--- config.mk ---
export PLATFORM = sky130hd
export DESIGN_NAME = SynthTop
export DESIGN_NICKNAME = d
export VERILOG_FILES = /design/src/SynthPkg.sv /design/src/MidiRx.sv /design/src/MidiParser.sv /design/src/SynthCsr.sv /design/src/ToneGen.sv /design/src/I2sTx.sv /design/src/SynthTop.sv
export SDC_FILE = /design/constraint.sdc
export NUM_CORES = 1
export LEC_CHECK = 0
export BUFFER_PORTS_ARGS = -buffer_cell sky130_fd_sc_hd__buf_2
export CAP_MARGIN = 20
export CORE_ASPECT_RATIO = 1.5
export CORE_MARGIN = 2
export CORE_UTILIZATION = 40
export DETAILED_ROUTE_END_ITERATION = 10
export SLEW_MARGIN = 20
export SYNTH_ARGS = -nofsm -noshare
export SYNTH_HDL_FRONTEND = slang
export SYNTH_HIERARCHICAL = 1
export SYNTH_SLANG_ARGS = --single-unit
export TNS_END_PERCENT = 1
--- constraint.sdc ---
create_clock -name iMCLK -period 6.2 [get_ports iMCLK]
set_input_delay 0.31 -clock iMCLK [delete_from_list [all_inputs] [get_ports iMCLK]]
set_output_delay 0.31 -clock iMCLK [all_outputs]
set_load 0.02 [all_outputs]
--- src/SynthPkg.sv ---
//------------------------------
// Shared widths, register map and state types of the synth audio block
// Each RTL module imports this package inside its body
//------------------------------
package SynthPkg;

	// Data path widths
	localparam int cSampleWidth  = 16;
	localparam int cVolumeWidth  = 15;
	localparam int cApbAdrsWidth = 8;
	localparam int cApbDataWidth = 32;

	//------------------------------
	// Register offsets
	//------------------------------
	// CTRL    bit 0 enable and bits 7:4 MIDI channel
	// VOLUME  bits 14:0 amplitude
	// STATUS  bits 6:0 note, bit 8 gate, bit 9 sticky framing error
	localparam logic [cApbAdrsWidth-1:0] cAdrsCtrl   = 8'h00;
	localparam logic [cApbAdrsWidth-1:0] cAdrsVolume = 8'h04;
	localparam logic [cApbAdrsWidth-1:0] cAdrsStatus = 8'h08;

	// MIDI status nibble
	typedef enum logic [3:0] {
		cmdOther   = 4'h0,
		cmdNoteOff = 4'h8,
		cmdNoteOn  = 4'h9
	} tMidiCmd;

	// Parser position inside a note message
	typedef enum logic [1:0] {
		psIdle,
		psKey,
		psVelocity
	} tParseState;

	// Serial receiver states
	typedef enum logic [1:0] {
		rsIdle,
		rsStart,
		rsData,
		rsStop
	} tRxState;

endpackage

--- src/MidiRx.sv ---
//------------------------------
// MIDI serial receiver, 8N1 at pMidiClkPerBit clocks per bit
// Pulses oRxValid with the byte in the middle of the stop bit
// or oFrameErr when the stop bit is low
//------------------------------
module MidiRx #(
	parameter int pMidiClkPerBit = 32
) (
	input  logic       iMCLK,
	input  logic       qlocked,
	input  logic       iMidi,
	output logic [7:0] oRxByte,
	output logic       oRxValid,
	output logic       oFrameErr
);
	import SynthPkg::*;

	localparam int lpCntWidth = $clog2(pMidiClkPerBit);
	// Start bit center less the sync and edge detect delay
	localparam logic [lpCntWidth-1:0] lpHalfCnt = lpCntWidth'(pMidiClkPerBit / 2 - 4);
	localparam logic [lpCntWidth-1:0] lpFullCnt = lpCntWidth'(pMidiClkPerBit - 1);

	logic [2:0]            rSync;
	logic                  qFall;
	tRxState               rState;
	logic [lpCntWidth-1:0] rCycleCnt;
	logic [2:0]            rBitCnt;
	logic [7:0]            rShift;

	// Two sync flops and one more for the edge detect
	always_ff @(posedge iMCLK, negedge qlocked)
	begin
		if (!qlocked)
			rSync <= 3'b111;
		else
			rSync <= {rSync[1:0], iMidi};
	end

	assign qFall   = rSync[2] && !rSync[1];
	assign oRxByte = rShift;

	//------------------------------
	// Receive FSM
	//------------------------------
	always_ff @(posedge iMCLK, negedge qlocked)
	begin
		if (!qlocked)
		begin
			rState    <= rsIdle;
			rCycleCnt <= '0;
			rBitCnt   <= '0;
			oRxValid  <= 1'b0;
			oFrameErr <= 1'b0;
		end
		else
		begin
			oRxValid  <= 1'b0;
			oFrameErr <= 1'b0;
			case (rState)
				rsIdle:
				begin
					rCycleCnt <= '0;
					rBitCnt   <= '0;
					if (qFall)
						rState <= rsStart;
				end
				rsStart:
				begin
					if (rCycleCnt == lpHalfCnt)
					begin
						rCycleCnt <= '0;
						// Line back high at the center means a glitch
						rState    <= rSync[1] ? rsIdle : rsData;
					end
					else
						rCycleCnt <= rCycleCnt + 1'b1;
				end
				rsData:
				begin
					if (rCycleCnt == lpFullCnt)
					begin
						rCycleCnt <= '0;
						rBitCnt   <= rBitCnt + 1'b1;
						if (rBitCnt == 3'd7)
							rState <= rsStop;
					end
					else
						rCycleCnt <= rCycleCnt + 1'b1;
				end
				rsStop:
				begin
					if (rCycleCnt == lpFullCnt)
					begin
						oRxValid  <= rSync[1];
						oFrameErr <= !rSync[1];
						rState    <= rsIdle;
					end
					else
						rCycleCnt <= rCycleCnt + 1'b1;
				end
				default:
					rState <= rsIdle;
			endcase
		end
	end

	// LSB first
	always_ff @(posedge iMCLK, negedge qlocked)
	begin
		if (!qlocked)
			rShift <= '0;
		else if (rState == rsData && rCycleCnt == lpFullCnt)
			rShift <= {rSync[1], rShift[7:1]};
	end

endmodule

--- src/MidiParser.sv ---
//------------------------------
// MIDI byte parser for note on and note off on one channel
// Keeps running status and a single held note with its gate
//------------------------------
module MidiParser (
	input  logic       iMCLK,
	input  logic       qlocked,
	input  logic [7:0] iRxByte,
	input  logic       iRxValid,
	input  logic [3:0] iChannel,
	output logic       oGate,
	output logic [6:0] oNote
);
	import SynthPkg::*;

	tMidiCmd    rCmd;
	logic [3:0] rCmdChan;
	tParseState rState;
	logic [6:0] rKey;
	tMidiCmd    qCmdDec;
	logic       qRealTime;
	logic       qMatch;

	always_comb
	begin
		case (iRxByte[7:4])
			4'h8:    qCmdDec = cmdNoteOff;
			4'h9:    qCmdDec = cmdNoteOn;
			default: qCmdDec = cmdOther;
		endcase
		// 0xF8 to 0xFF
		qRealTime = (iRxByte[7:3] == 5'b11111);
		qMatch    = (rCmdChan == iChannel);
	end

	//------------------------------
	// Status and data bytes
	//------------------------------
	always_ff @(posedge iMCLK, negedge qlocked)
	begin
		if (!qlocked)
		begin
			rCmd     <= cmdOther;
			rCmdChan <= '0;
			rState   <= psIdle;
			rKey     <= '0;
			oGate    <= 1'b0;
			oNote    <= '0;
		end
		else if (iRxValid)
		begin
			if (iRxByte[7])
			begin
				// Realtime bytes may arrive mid message and are not status
				if (!qRealTime)
				begin
					rCmd     <= qCmdDec;
					rCmdChan <= iRxByte[3:0];
					rState   <= (qCmdDec == cmdOther) ? psIdle : psKey;
				end
			end
			else
			begin
				case (rState)
					psKey:
					begin
						rKey   <= iRxByte[6:0];
						rState <= psVelocity;
					end
					psVelocity:
					begin
						// Next data byte is a key again under running status
						rState <= psKey;
						if (qMatch)
						begin
							if (rCmd == cmdNoteOn && iRxByte[6:0] != 7'd0)
							begin
								oGate <= 1'b1;
								oNote <= rKey;
							end
							else if (rCmd == cmdNoteOn)
								oGate <= 1'b0;
							else if (rKey == oNote)
								oGate <= 1'b0;
						end
					end
					// Data of an ignored message
					default:
						rState <= psIdle;
				endcase
			end
		end
	end

endmodule

--- src/SynthCsr.sv ---
//------------------------------
// APB register block with one wait state per access
// Holds CTRL and VOLUME and reports note, gate and framing error
//------------------------------
module SynthCsr (
	input  logic                               iMCLK,
	input  logic                               qlocked,
	input  logic                               PSEL,
	input  logic                               PENABLE,
	input  logic                               PWRITE,
	input  logic [SynthPkg::cApbAdrsWidth-1:0] PADDR,
	input  logic [SynthPkg::cApbDataWidth-1:0] PWDATA,
	output logic [SynthPkg::cApbDataWidth-1:0] PRDATA,
	output logic                               PREADY,
	output logic                               PSLVERR,
	input  logic                               iGate,
	input  logic [6:0]                         iNote,
	input  logic                               iFrameErr,
	output logic                               oEnable,
	output logic [3:0]                         oChannel,
	output logic [SynthPkg::cVolumeWidth-1:0]  oVolume
);
	import SynthPkg::*;

	logic                     qAccess;
	logic                     qWrite;
	logic                     qHit;
	logic [cApbDataWidth-1:0] qRdata;
	logic                     rFrameErr;

	//------------------------------
	// Address decode and read mux
	//------------------------------
	always_comb
	begin
		qAccess = PSEL && PENABLE;
		qWrite  = qAccess && PWRITE && PREADY;
		qHit    = 1'b1;
		qRdata  = '0;
		case (PADDR)
			cAdrsCtrl:
			begin
				qRdata[0]   = oEnable;
				qRdata[7:4] = oChannel;
			end
			cAdrsVolume:
				qRdata[cVolumeWidth-1:0] = oVolume;
			cAdrsStatus:
			begin
				qRdata[6:0] = iNote;
				qRdata[8]   = iGate;
				qRdata[9]   = rFrameErr;
			end
			default:
				qHit = 1'b0;
		endcase
	end

	// Ready comes in the second access cycle and lasts one cycle
	always_ff @(posedge iMCLK, negedge qlocked)
	begin
		if (!qlocked)
		begin
			PREADY  <= 1'b0;
			PSLVERR <= 1'b0;
			PRDATA  <= '0;
		end
		else
		begin
			PREADY  <= qAccess && !PREADY;
			PSLVERR <= qAccess && !PREADY && !qHit;
			if (qAccess && !PREADY)
				PRDATA <= qRdata;
		end
	end

	//------------------------------
	// Control registers
	//------------------------------
	always_ff @(posedge iMCLK, negedge qlocked)
	begin
		if (!qlocked)
		begin
			oEnable   <= 1'b0;
			oChannel  <= '0;
			oVolume   <= '0;
			rFrameErr <= 1'b0;
		end
		else
		begin
			if (qWrite && PADDR == cAdrsCtrl)
			begin
				oEnable  <= PWDATA[0];
				oChannel <= PWDATA[7:4];
			end
			if (qWrite && PADDR == cAdrsVolume)
				oVolume <= PWDATA[cVolumeWidth-1:0];
			// A new error beats a clear in the same cycle
			if (iFrameErr)
				rFrameErr <= 1'b1;
			else if (qWrite && PADDR == cAdrsStatus && PWDATA[9])
				rFrameErr <= 1'b0;
		end
	end

endmodule

--- src/ToneGen.sv ---
//------------------------------
// Square wave voice from a 24-bit phase accumulator
// Phase steps once per sample request by the note's increment
//------------------------------
module ToneGen (
	input  logic                              iMCLK,
	input  logic                              qlocked,
	input  logic                              iSampleReq,
	input  logic                              iGate,
	input  logic [6:0]                        iNote,
	input  logic                              iEnable,
	input  logic [SynthPkg::cVolumeWidth-1:0] iVolume,
	output logic [SynthPkg::cSampleWidth-1:0] oSample
);
	import SynthPkg::*;

	localparam int lpPhaseWidth = 24;

	logic [lpPhaseWidth-1:0] rPhase;
	logic [lpPhaseWidth-1:0] qStep;
	logic [3:0]              qSemitone;
	logic [3:0]              qOctave;
	logic [13:0]             qBase;
	logic [cSampleWidth-1:0] qMag;
	logic                    qActive;

	//------------------------------
	// Phase increment
	//------------------------------
	always_comb
	begin
		qSemitone = 4'(iNote % 7'd12);
		qOctave   = 4'(iNote / 7'd12);
		// Lowest octave, 8192 times 2 to the n/12
		case (qSemitone)
			4'd0:    qBase = 14'd8192;
			4'd1:    qBase = 14'd8679;
			4'd2:    qBase = 14'd9195;
			4'd3:    qBase = 14'd9742;
			4'd4:    qBase = 14'd10321;
			4'd5:    qBase = 14'd10935;
			4'd6:    qBase = 14'd11585;
			4'd7:    qBase = 14'd12274;
			4'd8:    qBase = 14'd13004;
			4'd9:    qBase = 14'd13777;
			4'd10:   qBase = 14'd14596;
			default: qBase = 14'd15464;
		endcase
		// Note 127 still fits in 24 bits
		qStep   = lpPhaseWidth'(qBase) << qOctave;
		qActive = iGate && iEnable;
	end

	always_ff @(posedge iMCLK, negedge qlocked)
	begin
		if (!qlocked)
			rPhase <= '0;
		else if (!qActive)
			// Every note starts on the positive half
			rPhase <= '0;
		else if (iSampleReq)
			rPhase <= rPhase + qStep;
	end

	// Sample follows the phase register one cycle after the request
	always_comb
	begin
		qMag = cSampleWidth'(iVolume);
		if (!qActive)
			oSample = '0;
		else if (rPhase[lpPhaseWidth-1])
			oSample = -qMag;
		else
			oSample = qMag;
	end

endmodule

--- src/I2sTx.sv ---
//------------------------------
// I2S transmitter for 16-bit stereo
// BCLK is iMCLK over 2*pBclkHalf and a frame is 32 BCLK periods
//------------------------------
module I2sTx #(
	parameter int pBclkHalf = 4
) (
	input  logic                              iMCLK,
	input  logic                              qlocked,
	input  logic [SynthPkg::cSampleWidth-1:0] iSample,
	output logic                              oSampleReq,
	output logic                              oI2sBclk,
	output logic                              oI2sLrclk,
	output logic                              oI2sSdata
);
	import SynthPkg::*;

	localparam int lpDivWidth  = (pBclkHalf > 1) ? $clog2(pBclkHalf) : 1;
	localparam int lpSlotWidth = $clog2(2 * cSampleWidth);
	localparam logic [lpDivWidth-1:0]  lpDivLast = lpDivWidth'(pBclkHalf - 1);
	localparam logic [lpSlotWidth-1:0] lpReqSlot = lpSlotWidth'(2 * cSampleWidth - 2);

	logic [lpDivWidth-1:0]     rDivCnt;
	logic [lpSlotWidth-1:0]    rSlot;
	logic [lpSlotWidth-1:0]    qNextSlot;
	logic [2*cSampleWidth-1:0] rShift;
	logic                      qToggle;
	logic                      qFall;

	always_comb
	begin
		qToggle   = (rDivCnt == lpDivLast);
		qFall     = qToggle && oI2sBclk;
		qNextSlot = rSlot + 1'b1;
	end

	// BCLK divider
	always_ff @(posedge iMCLK, negedge qlocked)
	begin
		if (!qlocked)
		begin
			rDivCnt  <= '0;
			oI2sBclk <= 1'b0;
		end
		else if (qToggle)
		begin
			rDivCnt  <= '0;
			oI2sBclk <= !oI2sBclk;
		end
		else
			rDivCnt <= rDivCnt + 1'b1;
	end

	//------------------------------
	// Everything moves on the BCLK falling edge
	//------------------------------
	always_ff @(posedge iMCLK, negedge qlocked)
	begin
		if (!qlocked)
		begin
			rSlot      <= '0;
			rShift     <= '0;
			oI2sLrclk  <= 1'b0;
			oI2sSdata  <= 1'b0;
			oSampleReq <= 1'b0;
		end
		else
		begin
			oSampleReq <= qFall && (qNextSlot == lpReqSlot + 1'b1);
			if (qFall)
			begin
				rSlot     <= qNextSlot;
				oI2sLrclk <= qNextSlot[lpSlotWidth-1];
				// Top bit goes out one BCLK after the LRCLK change
				oI2sSdata <= rShift[2*cSampleWidth-1];
				if (qNextSlot == '0)
					rShift <= {iSample, iSample};
				else
					rShift <= rShift << 1;
			end
		end
	end

endmodule

--- src/SynthTop.sv ---
//------------------------------
// Top of the synth audio block
// MIDI in, APB register port and I2S out on the single iMCLK domain
//------------------------------
module SynthTop #(
	parameter int pMidiClkPerBit = 32,
	parameter int pBclkHalf      = 4
) (
	input  logic                               iMCLK,
	input  logic                               qlocked,
	input  logic                               iMidi,
	input  logic                               PSEL,
	input  logic                               PENABLE,
	input  logic                               PWRITE,
	input  logic [SynthPkg::cApbAdrsWidth-1:0] PADDR,
	input  logic [SynthPkg::cApbDataWidth-1:0] PWDATA,
	output logic [SynthPkg::cApbDataWidth-1:0] PRDATA,
	output logic                               PREADY,
	output logic                               PSLVERR,
	output logic                               oI2sBclk,
	output logic                               oI2sLrclk,
	output logic                               oI2sSdata
);
	import SynthPkg::*;

	logic [7:0]              wRxByte;
	logic                    wRxValid;
	logic                    wRxFrameErr;
	logic [3:0]              wChannel;
	logic                    wEnable;
	logic [cVolumeWidth-1:0] wVolume;
	logic                    wGate;
	logic [6:0]              wNote;
	logic                    wSampleReq;
	logic [cSampleWidth-1:0] wSample;

	//------------------------------
	// MIDI input path
	//------------------------------
	MidiRx #(
		.pMidiClkPerBit(pMidiClkPerBit)
	) MidiRx (
		.iMCLK(iMCLK),        .qlocked(qlocked),
		.iMidi(iMidi),
		.oRxByte(wRxByte),    .oRxValid(wRxValid),
		.oFrameErr(wRxFrameErr)
	);

	MidiParser MidiParser (
		.iMCLK(iMCLK),        .qlocked(qlocked),
		.iRxByte(wRxByte),    .iRxValid(wRxValid),
		.iChannel(wChannel),
		.oGate(wGate),        .oNote(wNote)
	);

	// Registers
	SynthCsr SynthCsr (
		.iMCLK(iMCLK),        .qlocked(qlocked),
		.PSEL(PSEL),          .PENABLE(PENABLE),
		.PWRITE(PWRITE),      .PADDR(PADDR),
		.PWDATA(PWDATA),      .PRDATA(PRDATA),
		.PREADY(PREADY),      .PSLVERR(PSLVERR),
		.iGate(wGate),        .iNote(wNote),
		.iFrameErr(wRxFrameErr),
		.oEnable(wEnable),    .oChannel(wChannel),
		.oVolume(wVolume)
	);

	//------------------------------
	// Audio path
	//------------------------------
	ToneGen ToneGen (
		.iMCLK(iMCLK),        .qlocked(qlocked),
		.iSampleReq(wSampleReq),
		.iGate(wGate),        .iNote(wNote),
		.iEnable(wEnable),    .iVolume(wVolume),
		.oSample(wSample)
	);

	I2sTx #(
		.pBclkHalf(pBclkHalf)
	) I2sTx (
		.iMCLK(iMCLK),        .qlocked(qlocked),
		.iSample(wSample),    .oSampleReq(wSampleReq),
		.oI2sBclk(oI2sBclk),  .oI2sLrclk(oI2sLrclk),
		.oI2sSdata(oI2sSdata)
	);

endmodule

==> tab_implementation.tex <==
\begin{tabular}{lr}
\hline
Metric & Value \\
\hline
\multicolumn{2}{l}{\textbf{Drt}} \\
Number of search-and-repair iterations in the first detailed-routing pass & 5 \\
Number of DRC violations after detailed routing & 0 \\
Average routed wire per standard cell & 17.5 µm \\
ANT nets after route & 0 \\
DRT Wirelength & 25.2 mm \\
Routed via count & 8188 \\
Starting DRC count in detailed routing & 544 \\
Avg Vias per Cell & 5.68 \\
\multicolumn{2}{l}{\textbf{Power and ir drop}} \\
PnR Total Power & 2.25 mW \\
Leakage & 5.12 nW \\
Cell area power density & 201 mW/mm² \\
Worst voltage drop across the vdd grid & 0.000217 V \\
\multicolumn{2}{l}{\textbf{Setup path}} \\
Number of buffers and inverters on the critical path & 1 \\
List of cells traversed by the critical path & xor2\_1 -> a2111oi\_2 -> o31ai\_2 -> a221oi\_1 -> a31oi\_1 -> mux2i\_1 -> a21oi\_1 -> a32oi\_1 -> ha\_1 -> a21o\_1 -> a211o\_1 -> o211ai\_1 -> nand2b\_1 -> a31oi\_1 -> buf\_4 -> o21ai\_1 -> a41o\_1 -> mux2i\_1 -> nand4\_1 \\
Endpoint arrival time on the critical path & 5.90 ns \\
Critical path start-end classification & flip-flop to flip-flop \\
Crit path max-delay family & compound AO/OA/AOI/OAI gates \\
Required time of the critical path & 6.51 ns \\
Max incr delay on CP & 0.92 ns \\
Critical-path cell with the highest stage delay & sky130\_fd\_sc\_hd\_\_dfrtp\_1 \\
CP Max Fanout & 25 \\
Startpoint types & flip-flop \\
Worst Setup End Kind & flip-flop \\
\multicolumn{2}{l}{\textbf{Cells and area}} \\
Nets@finish & 1186 \\
Share of final-layout standard cells stronger than drive strength 1 & 16.6\% \\
Filler instances & 2392 \\
Post-route cell area & 0.0112 mm² \\
Area added between synthesis and finish & 9.11\% \\
Final non-filler cell total & 1442 \\
Final cell utilization of the core & 44.5\% \\
\multicolumn{2}{l}{\textbf{GRT}} \\
Antenna violations before repair & 1 \\
Largest net degree at the start of global routing & 91 \\
First-pass GRT wire length & 41.1 mm \\
Total overflow reported by the global router & 0 \\
Global-route usage over all layers & 19.0\% \\
Via count of the first global-routing pass & 8039 \\
\multicolumn{2}{l}{\textbf{STA}} \\
Number of slew-limit violations in the final report & 0 \\
Hold\_ws & 0.110 ns \\
Relative slew slack & 35.5\% \\
Final count of negative-setup-slack endpoints & 0 \\
Unrepaired setup endpoints after global routing & false \\
Accumulated negative setup slack & 0 ns \\
Slew @ Worst Pin & 0.965 ns \\
Maximum clock rate & 179 MHz \\
Fin worst setup slack & 0.605 ns \\
Final clock period utilization by the worst path & 90.2\% \\
Worst Skew & 0.00546 ns \\
Final count of hold timing violations & 0 \\
Final period demand of the worst path & 5.60 ns \\
\multicolumn{2}{l}{\textbf{Logic synthesis}} \\
Number of warning messages in the yosys log & 6 \\
Portion of synthesized cell area occupied by the leading cell type & 35.9\% \\
Top cells by area, synth & sky130\_fd\_sc\_hd\_\_dfrtp\_1, sky130\_fd\_sc\_hd\_\_ha\_1, sky130\_fd\_sc\_hd\_\_nand2\_1 \\
Number of storage elements in the synthesis netlist & 150 \\
Synthesized instance count & 1079 \\
Number of library cell types mapped by synthesis & 101 \\
Total standard cell area after synthesis & 0.0103 mm² \\
Most area-hungry cell type in the Yosys netlist & sky130\_fd\_sc\_hd\_\_dfrtp\_1 \\
Average cell area after synthesis & 9.51 µm² \\
Sequential cell area fraction in the yosys report & 36.6\% \\
Post-synth ARST share & 100\% \\
Post-synth EDFFs & 0 \\
Most used flip-flop cell after synthesis & sky130\_fd\_sc\_hd\_\_dfrtp\_1 \\
\multicolumn{2}{l}{\textbf{Clock tree}} \\
Clock latency of the later-clocked register in the worst-skew pair & 0.43 ns \\
CTS max path bufs & 2 \\
Total number of clock tree sinks & 150 \\
Clock-pin slew on the worst setup and hold paths & 0.06 ns \\
Root cell of the clock tree & sky130\_fd\_sc\_hd\_\_clkbuf\_16 \\
TritonCTS Buffers & 17 \\
Clock tree from TritonCTS & done \\
CTS HTree Levels & 4 \\
\multicolumn{2}{l}{\textbf{Place}} \\
DP Wirelength & 18.3 mm \\
Global placement routability congestion & 0.958 \\
Cell area after placement & 0.0106 mm² \\
Worst slack, placed & 0.705 ns \\
Buffers on Ports & 48 \\
Cell count after placement & 1408 \\
\multicolumn{2}{l}{\textbf{Worst hold path}} \\
Hold/Removal Path Class & input port to flip-flop \\
\multicolumn{2}{l}{\textbf{Job}} \\
Max-capacitance violation count & 0 \\
\multicolumn{2}{l}{\textbf{Floorplanning}} \\
Area inside the core boundary & 0.0251 mm² \\
Initial Utilization & 40.8\% \\
Die height & 200 µm \\
I/O pin count & 83 \\
X dimension of the die & 135 µm \\
Die ar. & 0.0270 mm² \\
Number of rows in the core area & 71 \\
\multicolumn{2}{l}{\textbf{Run status}} \\
Run status & complete, no violations \\
\hline
\end{tabular}
[layout make-up]
| cell class | instances | area [µm²] | area share [%] |
|---|---|---|---|
| inverters | 22 | 82.6 | 0.738 |
| well taps | 328 | 410 | 3.67 |
| repair buffers | 73 | 439 | 3.92 |
| clock buffers | 23 | 458 | 4.09 |
| flip-flops and latches | 150 | 3760 | 33.6 |
| clock inverters | 8 | 76.3 | 0.682 |
| multi-input cells | 837 | 5960 | 53.3 |
| diodes | 1 | 2.50 | 0.0224 |
[placed cells by master, fill, tap and decap left out, types with 8 or more instances in the layout]
cell,Yosys,layout
sky130_fd_sc_hd__a211oi_1,15,15
sky130_fd_sc_hd__a21o_1,15,15
sky130_fd_sc_hd__a21oi_1,40,40
sky130_fd_sc_hd__a22o_1,14,14
sky130_fd_sc_hd__a31oi_1,12,12
sky130_fd_sc_hd__and2_1,9,9
sky130_fd_sc_hd__and3_1,12,12
sky130_fd_sc_hd__buf_2,24,47
sky130_fd_sc_hd__buf_4,20,23
sky130_fd_sc_hd__clkbuf_16,0,17
sky130_fd_sc_hd__conb_1,1,17
sky130_fd_sc_hd__dfrtp_1,147,147
sky130_fd_sc_hd__ha_1,38,38
sky130_fd_sc_hd__inv_1,20,20
sky130_fd_sc_hd__mux2_2,37,37
sky130_fd_sc_hd__mux2_4,17,17
sky130_fd_sc_hd__mux2i_1,32,32
sky130_fd_sc_hd__nand2_1,126,126
sky130_fd_sc_hd__nand2b_1,12,12
sky130_fd_sc_hd__nand3_1,29,29
sky130_fd_sc_hd__nand4_1,10,10
sky130_fd_sc_hd__nor2_1,75,75
sky130_fd_sc_hd__nor3_1,16,16
sky130_fd_sc_hd__o211ai_1,59,59
sky130_fd_sc_hd__o21ai_0,38,38
sky130_fd_sc_hd__o21bai_1,8,8
sky130_fd_sc_hd__o31ai_1,11,11
sky130_fd_sc_hd__xnor2_1,27,27
sky130_fd_sc_hd__xor2_1,27,27
[kinds of logic (layout without fill, tap and decap cells)]
family,after synthesis,count (layout),share of synthesized area [%]
muxes,88,88,9.92
adders and majority gates,39,39,4.83
xor gates and xnor gates,55,55,4.77
AOI/OAI and AO/OA,282,282,19.8
and+or+nand+nor,356,356,18.2
buffers and inverters,108,126,5.87
DFF,150,150,36.6
other,1,18,0.0366
[worst register-to-register path, delay by kind of cell, from the launching register on]
kind	cells	cell delay, ns
multiplexers	2	0.62
adder cells (fa/ha/maj)	1	0.34
buffers and inverters	1	0.17
AO/OA/AOI/OAI	12	3.06
XOR/XNOR	1	0.21
AND/OR/NAND/NOR	2	0.18
flip-flops	1	0.92
[state kept, by name (all words and copies together) (netlist names), 5 cells and up, named ones only]
register	count
I2sTx/rShift	32
MidiParser/oNote	7
SynthCsr/PRDATA	15
MidiRx/oRxByte	8
ToneGen/rPhase	24
MidiRx/rCycleCnt	5
SynthCsr/oVolume	15
MidiParser/rKey	7
[power by group]
part | switching [mW] | internal [mW] | leakage (nW) | total (mW)
logic | 0.107 | 0.0967 | 2.82 | 0.204
registers | 0.0686 | 1.02 | 2.04 | 1.09
clock network | 0.403 | 0.559 | 0.253 | 0.962
total | 0.579 | 1.67 | 5.12 | 2.25
[path summary, 6_finish.rpt]
check	start	slack (ns)	cells past startpoint	endpoint
min in group asynchronous	qlocked	0.52	2	MidiRx/rBitCnt[1]
max	MidiParser/oNote[6]	0.60	19	ToneGen/rPhase[23]
min	PWDATA[12]	0.11	2	SynthCsr/oVolume[12]
max in group asynchronous	qlocked	4.31	3	ToneGen/rPhase[0]
max reg2reg	MidiParser/oNote[6]	0.60	19	ToneGen/rPhase[23]
min reg2reg	MidiRx/rSync[0]	0.36	0	MidiRx/rSync[1]
[layer usage]
layer	global-route usage (%)	share of wire, %	up-vias
li1	-	-	3986
met1	22.3	42	4002
met2	33.3	51	141
met3	2.91	2.9	59
met4	9.51	3.9	0
met5	0	0	-
[synthesized netlist by cell type (4+ instances only)]
cell and instances:
sky130_fd_sc_hd__a41oi_1 4, sky130_fd_sc_hd__and4_1 4, sky130_fd_sc_hd__o2bb2ai_1 4, sky130_fd_sc_hd__xor2_1 27, sky130_fd_sc_hd__a221o_1 7, sky130_fd_sc_hd__nor3_1 16, sky130_fd_sc_hd__a21oi_1 40, sky130_fd_sc_hd__nor2_1 75
sky130_fd_sc_hd__nand4_1 10, sky130_fd_sc_hd__inv_1 20, sky130_fd_sc_hd__o211ai_1 59, sky130_fd_sc_hd__and2_1 9, sky130_fd_sc_hd__nor4b_1 4, sky130_fd_sc_hd__o31ai_1 11, sky130_fd_sc_hd__mux2_2 37, sky130_fd_sc_hd__nand3_1 29
sky130_fd_sc_hd__or3_1 6, sky130_fd_sc_hd__clkbuf_1 26, sky130_fd_sc_hd__and3b_1 4, sky130_fd_sc_hd__a21o_1 15, sky130_fd_sc_hd__buf_4 20, sky130_fd_sc_hd__a211oi_1 15, sky130_fd_sc_hd__mux2_4 17, sky130_fd_sc_hd__and3_1 12
sky130_fd_sc_hd__a22oi_1 7, sky130_fd_sc_hd__o22ai_1 6, sky130_fd_sc_hd__o21bai_1 8, sky130_fd_sc_hd__a22o_1 14, sky130_fd_sc_hd__nor2b_1 6, sky130_fd_sc_hd__nand2_1 126, sky130_fd_sc_hd__nor4_1 4, sky130_fd_sc_hd__nor3b_1 5
sky130_fd_sc_hd__nand2b_1 12, sky130_fd_sc_hd__ha_1 38, sky130_fd_sc_hd__a31oi_1 12, sky130_fd_sc_hd__buf_2 24, sky130_fd_sc_hd__o21ai_0 38, sky130_fd_sc_hd__nand4b_1 6, sky130_fd_sc_hd__mux2i_1 32, sky130_fd_sc_hd__xnor2_1 27
sky130_fd_sc_hd__dfrtp_1 147, sky130_fd_sc_hd__buf_6 12
[repair_timing]
item,4_1_cts,5_1_grt
buffers inserted,0,0
hold endpoints to repair,53,0
hold buffers,2,0
gates resized for setup,0,0
No activity file was read; power rests on OpenSTA's default activity.
